File: src/rtl/red_pkg.sv
package red_pkg;

    // ----------------------------------------
    // Sizes
    // ----------------------------------------

    // Element width in bits.
    localparam int SEW = 8;

    // Elements held by one vector register.
    localparam int ELEMS_PER_REG = 8;

    // Largest register group handled by one reduction.
    localparam int MAX_REGS = 8;

    // vl covers 0 to MAX_REGS * ELEMS_PER_REG elements.
    localparam int VL_W = 7;

    // Register index within the group.
    localparam int REG_IDX_W = 3;

    // ----------------------------------------
    // Data types
    // ----------------------------------------

    typedef logic [SEW-1:0] elem_t;

    // Lane 0 sits in the low byte.
    typedef logic [ELEMS_PER_REG-1:0][SEW-1:0] vreg_t;

    // One row of lane bits per register of the group.
    typedef logic [MAX_REGS-1:0][ELEMS_PER_REG-1:0] mask_t;

    // ----------------------------------------
    // Encodings
    // ----------------------------------------

    typedef enum logic [2:0] {
        RED_SUM  = 3'd0,
        RED_MAX  = 3'd1,
        RED_MAXU = 3'd2,
        RED_MIN  = 3'd3,
        RED_MINU = 3'd4,
        RED_AND  = 3'd5,
        RED_OR   = 3'd6,
        RED_XOR  = 3'd7
    } red_op_e;

    // Control sequence of one reduction.
    typedef enum logic [1:0] {
        IDLE = 2'd0,
        RUN  = 2'd1,
        DONE = 2'd2
    } red_state_e;

endpackage

File: src/rtl/red_cycle_counter.sv
`timescale 1ns/100ps

module red_cycle_counter (
    input  logic                          clk,
    input  logic                          reset,
    input  logic                          clear,
    input  logic                          step,
    input  logic [3:0]                    num_regs,
    output logic [red_pkg::REG_IDX_W-1:0] reg_idx,
    output logic                          last
);

    // Index of the register being combined.
    always_ff @(posedge clk) begin
        if (reset) begin
            reg_idx <= '0;
        end else if (clear) begin
            reg_idx <= '0;
        end else if (step) begin
            reg_idx <= reg_idx + 1'b1;
        end
    end

    // Final register of the group.
    assign last = ({1'b0, reg_idx} == (num_regs - 4'd1));

endmodule

File: src/rtl/red_control_fsm.sv
`timescale 1ns/100ps

module red_control_fsm (
    input  logic clk,
    input  logic reset,
    input  logic start,
    input  logic last,
    output logic load,
    output logic step,
    output logic busy,
    output logic done
);

    red_pkg::red_state_e state_q;
    red_pkg::red_state_e state_d;

    // ----------------------------------------
    // State register
    // ----------------------------------------

    always_ff @(posedge clk) begin
        if (reset) begin
            state_q <= red_pkg::IDLE;
        end else begin
            state_q <= state_d;
        end
    end

    always_comb begin
        state_d = state_q;
        case (state_q)
            red_pkg::IDLE: begin
                if (start) begin
                    state_d = red_pkg::RUN;
                end
            end
            red_pkg::RUN: begin
                // One register per cycle until the last one.
                if (last) begin
                    state_d = red_pkg::DONE;
                end
            end
            red_pkg::DONE: begin
                state_d = red_pkg::IDLE;
            end
            default: begin
                state_d = red_pkg::IDLE;
            end
        endcase
    end

    // ----------------------------------------
    // Outputs
    // ----------------------------------------

    // Start is only honoured while idle.
    assign load = (state_q == red_pkg::IDLE) && start;
    assign step = (state_q == red_pkg::RUN);
    assign busy = (state_q == red_pkg::RUN) || (state_q == red_pkg::DONE);
    assign done = (state_q == red_pkg::DONE);

endmodule

File: src/rtl/red_lane_mask.sv
`timescale 1ns/100ps

module red_lane_mask (
    input  logic [red_pkg::VL_W-1:0]          vl,
    input  logic                              vm,
    input  red_pkg::mask_t                    mask,
    input  logic [red_pkg::REG_IDX_W-1:0]     reg_idx,
    output logic [red_pkg::ELEMS_PER_REG-1:0] active
);

    logic [red_pkg::ELEMS_PER_REG-1:0] row;
    logic [red_pkg::VL_W-1:0]          elem_idx;

    // Mask row of the current register.
    assign row = mask[reg_idx];

    always_comb begin
        // First element of this register in the group.
        elem_idx = {1'b0, reg_idx, 3'b000};
        for (int i = 0; i < red_pkg::ELEMS_PER_REG; i++) begin
            active[i] = (elem_idx < vl) && (vm || row[i]);
            elem_idx  = elem_idx + 1'b1;
        end
    end

endmodule

File: src/rtl/red_tree_accum.sv
`timescale 1ns/100ps

module red_tree_accum (
    input  logic                              clk,
    input  logic                              reset,
    input  red_pkg::red_op_e                  op,
    input  red_pkg::vreg_t                    operand,
    input  logic [red_pkg::ELEMS_PER_REG-1:0] active,
    input  logic                              load,
    input  red_pkg::elem_t                    init,
    input  logic                              step,
    output red_pkg::elem_t                    acc
);

    red_pkg::elem_t fill [red_pkg::ELEMS_PER_REG];
    red_pkg::elem_t lvl1 [red_pkg::ELEMS_PER_REG/2];
    red_pkg::elem_t lvl2 [red_pkg::ELEMS_PER_REG/4];
    red_pkg::elem_t tree_out;

    // ----------------------------------------
    // Operators
    // ----------------------------------------

    function automatic red_pkg::elem_t combine(
        input red_pkg::red_op_e f,
        input red_pkg::elem_t   a,
        input red_pkg::elem_t   b
    );
        case (f)
            red_pkg::RED_MAX:  return ($signed(a) > $signed(b)) ? a : b;
            red_pkg::RED_MAXU: return (a > b) ? a : b;
            red_pkg::RED_MIN:  return ($signed(a) > $signed(b)) ? b : a;
            red_pkg::RED_MINU: return (a > b) ? b : a;
            red_pkg::RED_AND:  return a & b;
            red_pkg::RED_OR:   return a | b;
            red_pkg::RED_XOR:  return a ^ b;
            default:           return a + b;
        endcase
    endfunction

    // Value that leaves the other operand unchanged.
    function automatic red_pkg::elem_t identity(input red_pkg::red_op_e f);
        case (f)
            red_pkg::RED_MIN:  return {1'b0, {(red_pkg::SEW-1){1'b1}}};
            red_pkg::RED_MAX:  return {1'b1, {(red_pkg::SEW-1){1'b0}}};
            red_pkg::RED_MINU: return '1;
            red_pkg::RED_AND:  return '1;
            default:           return '0;
        endcase
    endfunction

    // ----------------------------------------
    // Reduction tree
    // ----------------------------------------

    always_comb begin
        for (int i = 0; i < red_pkg::ELEMS_PER_REG; i++) begin
            fill[i] = active[i] ? operand[i] : identity(op);
        end
        for (int i = 0; i < red_pkg::ELEMS_PER_REG/2; i++) begin
            lvl1[i] = combine(op, fill[2*i], fill[2*i+1]);
        end
        for (int i = 0; i < red_pkg::ELEMS_PER_REG/4; i++) begin
            lvl2[i] = combine(op, lvl1[2*i], lvl1[2*i+1]);
        end
        tree_out = combine(op, lvl2[0], lvl2[1]);
    end

    // ----------------------------------------
    // Accumulator
    // ----------------------------------------

    always_ff @(posedge clk) begin
        if (reset) begin
            acc <= '0;
        end else if (load) begin
            // Scalar seed.
            acc <= init;
        end else if (step) begin
            acc <= combine(op, acc, tree_out);
        end
    end

endmodule

File: src/rtl/vector_reduction_top.sv
`timescale 1ns/100ps

module vector_reduction_top (
    input  logic                          clk,
    input  logic                          reset,
    input  logic                          start,
    input  red_pkg::red_op_e              op,
    input  logic [red_pkg::VL_W-1:0]      vl,
    input  logic                          vm,
    input  red_pkg::mask_t                mask,
    input  logic [3:0]                    num_regs,
    input  red_pkg::elem_t                init,
    output logic [red_pkg::REG_IDX_W-1:0] vreg_rd_idx,
    input  red_pkg::vreg_t                vreg_rd_data,
    output logic                          busy,
    output logic                          done,
    output red_pkg::elem_t                result
);

    logic                              load;
    logic                              step;
    logic                              last;
    logic [red_pkg::ELEMS_PER_REG-1:0] active;

    // ----------------------------------------
    // Control
    // ----------------------------------------

    red_control_fsm u_ctrl (
        .clk   (clk),
        .reset (reset),
        .start (start),
        .last  (last),
        .load  (load),
        .step  (step),
        .busy  (busy),
        .done  (done)
    );

    // Register index doubles as the read address.
    red_cycle_counter u_count (
        .clk      (clk),
        .reset    (reset),
        .clear    (load),
        .step     (step),
        .num_regs (num_regs),
        .reg_idx  (vreg_rd_idx),
        .last     (last)
    );

    // ----------------------------------------
    // Datapath
    // ----------------------------------------

    red_lane_mask u_lanes (
        .vl      (vl),
        .vm      (vm),
        .mask    (mask),
        .reg_idx (vreg_rd_idx),
        .active  (active)
    );

    red_tree_accum u_tree (
        .clk     (clk),
        .reset   (reset),
        .op      (op),
        .operand (vreg_rd_data),
        .active  (active),
        .load    (load),
        .init    (init),
        .step    (step),
        .acc     (result)
    );

endmodule

File: config.mk
export PLATFORM = sky130hd
export DESIGN_NAME = vector_reduction_top
export DESIGN_NICKNAME = d
export VERILOG_FILES = /design/src/rtl/red_pkg.sv /design/src/rtl/red_cycle_counter.sv /design/src/rtl/red_control_fsm.sv /design/src/rtl/red_lane_mask.sv /design/src/rtl/red_tree_accum.sv /design/src/rtl/vector_reduction_top.sv
export SDC_FILE = /design/constraint.sdc
export NUM_CORES = 1
export LEC_CHECK = 0
export BUFFER_PORTS_ARGS = -buffer_cell sky130_fd_sc_hd__buf_2
export CORE_ASPECT_RATIO = 0.5
export CORE_MARGIN = 4
export CORE_UTILIZATION = 33
export CTS_CLUSTER_SIZE = 14
export DETAILED_ROUTE_END_ITERATION = 10
export REMOVE_ABC_BUFFERS = 1
export SYNTH_ARGS = -nofsm -noshare
export SYNTH_HDL_FRONTEND = slang
export SYNTH_SLANG_ARGS = --single-unit
export TNS_END_PERCENT = 30
File: constraint.sdc
create_clock -name clk -period 18.74 [get_ports clk]
set_input_delay 2.811 -clock clk [delete_from_list [all_inputs] [get_ports clk]]
set_output_delay 2.811 -clock clk [all_outputs]
set_load 0.02 [all_outputs]
==> results.json <==
{
  "grt_pass1_wl_um": 63850,
  "finalSetupTns_ps": 0,
  "portBuffers": 166,
  "antenna_cells": 0,
  "cp_max_fo": 35,
  "fmax_mhz": 61.37,
  "p_leak_nw": 6.054,
  "row_count": 47,
  "hold_path_class": "flop to flop",
  "clk_pin_slew_ps": 50,
  "first_iter_violations": 1230,
  "place_congestion": 0.9604,
  "grt_max_degree": 57,
  "synthesis.area_sq_mm": 0.01111,
  "final_util": 0.3754,
  "skew_ps": 3.856,
  "hold_ws_ps": 540.3,
  "worstPathRequired_ps": 18850,
  "crit_top_cell": "nor2_1",
  "grt-ovfl-total": 0,
  "yosysWarnings": 0,
  "synth-edff-count": 0,
  "ir_drop_mv": 0.04562,
  "ys_async_sr_fraction": 0,
  "status": "completed",
  "rsz0062_at_grt": "false",
  "synth_seq_area_share": 0.02343,
  "fp.dieH_um": 137.7,
  "wl_per_cell_um": 20.24,
  "start_kind": "input port",
  "postCtsResizedCells": 0,
  "crit_type": "input port to flop",
  "critPathMaxStageDelay_ps": 820,
  "final_nets": 2000,
  "core-area_sq_mm": 0.03311,
  "end_kind": "flop",
  "crit_slowest_cell": "a222oi_1",
  "final_max_slew_viol_count": 0,
  "cts-root-buf": "clkbuf_16",
  "power_mw": 1.512,
  "layout-drive-gt1-share": 0.1600,
  "io-pin-count": 167,
  "cts_tree": "done",
  "worstMarginPinSlew_ps": 1074,
  "syn_inst": 1514,
  "yosysUniqueCellTypes": 98,
  "ant_nets": 0,
  "first_pass_iters": 7,
  "hpwl_um": 32530,
  "clock_latency_ps": 240,
  "postCtsHoldBufs": 0,
  "drc": 0,
  "final_cell_area_sq_mm": 0.01243,
  "grt_pass1_vias": 11310,
  "synth_ff_type": "dfxtp_1",
  "dr_total_vias": 12090,
  "htreeDepth": 1,
  "r2r_cells": 50,
  "dieArea_sq_mm": 0.03684,
  "antenna_found_initial": 1,
  "cts_made_buffers": 3,
  "die-width_um": 267.5,
  "syn-mean-instance-area_sq_um": 7.338,
  "ys_ff_latch": 13,
  "viasPerCell": 5.819,
  "setup_violations": 0,
  "rrSetupSlack_ps": 4650,
  "clock-sinks": 13,
  "worstHoldPathCells": 2,
  "groute.usage.overall": 0.2177,
  "fin_crit_sh": 0.8695,
  "postCtsSetupBuffers": 0,
  "cap_violations": 0,
  "arrival_ps": 16400,
  "hold_viol_final": 0,
  "min_period_ps": 16290,
  "max_slew_margin": 0.2839,
  "wl_um": 42050,
  "start_util": 0.3356,
  "cts_buffer_depth": 2,
  "placed_area_sq_mm": 0.01235,
  "p_per_area_mw_per_mm2": 121.6,
  "syn2layout_area_growth_pct": 11.88
}
path summary, 6_finish.rpt:
path,from,endpoint
worst max-delay path,op[1],u_tree.acc[7]
worst min-delay path,u_ctrl.state_q[1],u_ctrl.state_q[1]
worst max register to register,u_count.reg_idx[0],u_tree.acc[7]
worst min register to register,u_ctrl.state_q[1],u_ctrl.state_q[1]
flip-flops by register name, indices dropped and copies added (netlist names):
register         flops
u_ctrl.state_q       2
u_count.reg_idx      3
u_tree.acc           8
cell usage after synthesis, drive strengths merged (14+ instances only):
master  count  area, sq um
o22ai      60        375.4
mux2i     106         1061
nand3      15        75.07
inv       175        656.9
mux2       16        183.9
a221oi     14        146.4
o221ai     18        170.2
nand2      82        312.8
xnor2      45        394.1
o21a       21        157.7
o21bai     29        217.7
buf        30        180.2
a21oi     135        686.9
o21ai      90        450.4
nor2      125        469.2
a21o       24        180.2
o211ai     14        115.1
nor3       20        100.1
ha        200         2502
clkbuf     41        153.9
xor2       14        122.6
metal layers:
layer | vias up | global-route usage | wire [um]
met3 | 79 | 0.01320 | 2950
met4 | 2 | 0.06791 | 1353
met5 | - | 0 | 12
met1 | 5688 | 0.3048 | 19240
met2 | 535 | 0.3613 | 18500
li1 | 5787 | - | -
where the power goes:
group,leakage (nW),internal (mW),switching [mW]
registers,0.107,0.0361,0.0110
logic,5.91,0.561,0.864
clock network,0.0382,0.0287,0.0113
placed cells by master (no fill, tap or decap), types with 16 or more instances in the layout:
cell / instances
a21o_1: 24
a21oi_1: 132
buf_2: 165
buf_4: 25
ha_1: 200
inv_1: 174
mux2i_1: 106
nand2_1: 79
nor2_1: 124
nor3_1: 20
o21a_1: 21
o21ai_0: 80
o21bai_1: 29
o221ai_1: 16
o22ai_1: 60
xnor2_1: 45
metrics by stage:
stage / setup slack, ps / cells
2_1_floorplan: 4406 / 1443
3_3_place_gp: 2647 / 2074
5_1_grt: 1557 / 2078
3_5_place_dp: 2503 / 2074
4_1_cts: 2694 / 2078
6_report: 2446 / 2078
worst max-delay path, delay by kind of cell:
| kind | cells | cell delay, ps |
|---|---|---|
| AOI/OAI and AO/OA | 20 | 5050 |
| and+or+nand+nor | 15 | 4620 |
| buffers and inverters | 7 | 1550 |
| adders and majority gates | 4 | 1460 |
| xor gates and xnor gates | 2 | 460 |
| muxes | 2 | 390 |
area by class of cell:
| type | instances | area, sq um |
|---|---|---|
| Clock buffer | 4 | 78.83 |
| Fill cell | 3490 | 20680 |
| Multi-Input combinational cell | 1254 | 9864 |
| Inverter | 176 | 660.6 |
| Tap cell | 441 | 551.8 |
| Sequential cell | 13 | 260.3 |
| Timing Repair Buffer | 190 | 1013 |
kinds of logic after synthesis:
kind of cell,synth area share
AO/OA/AOI/OAI,0.3337
buffers and inverters,0.08954
multiplexers,0.1384
AND/OR/NAND/NOR,0.1287
flip-flops,0.02343
XOR/XNOR,0.04651
adder cells (fa/ha/maj),0.2397
Note: power is estimated with default switching activity, not from simulation.
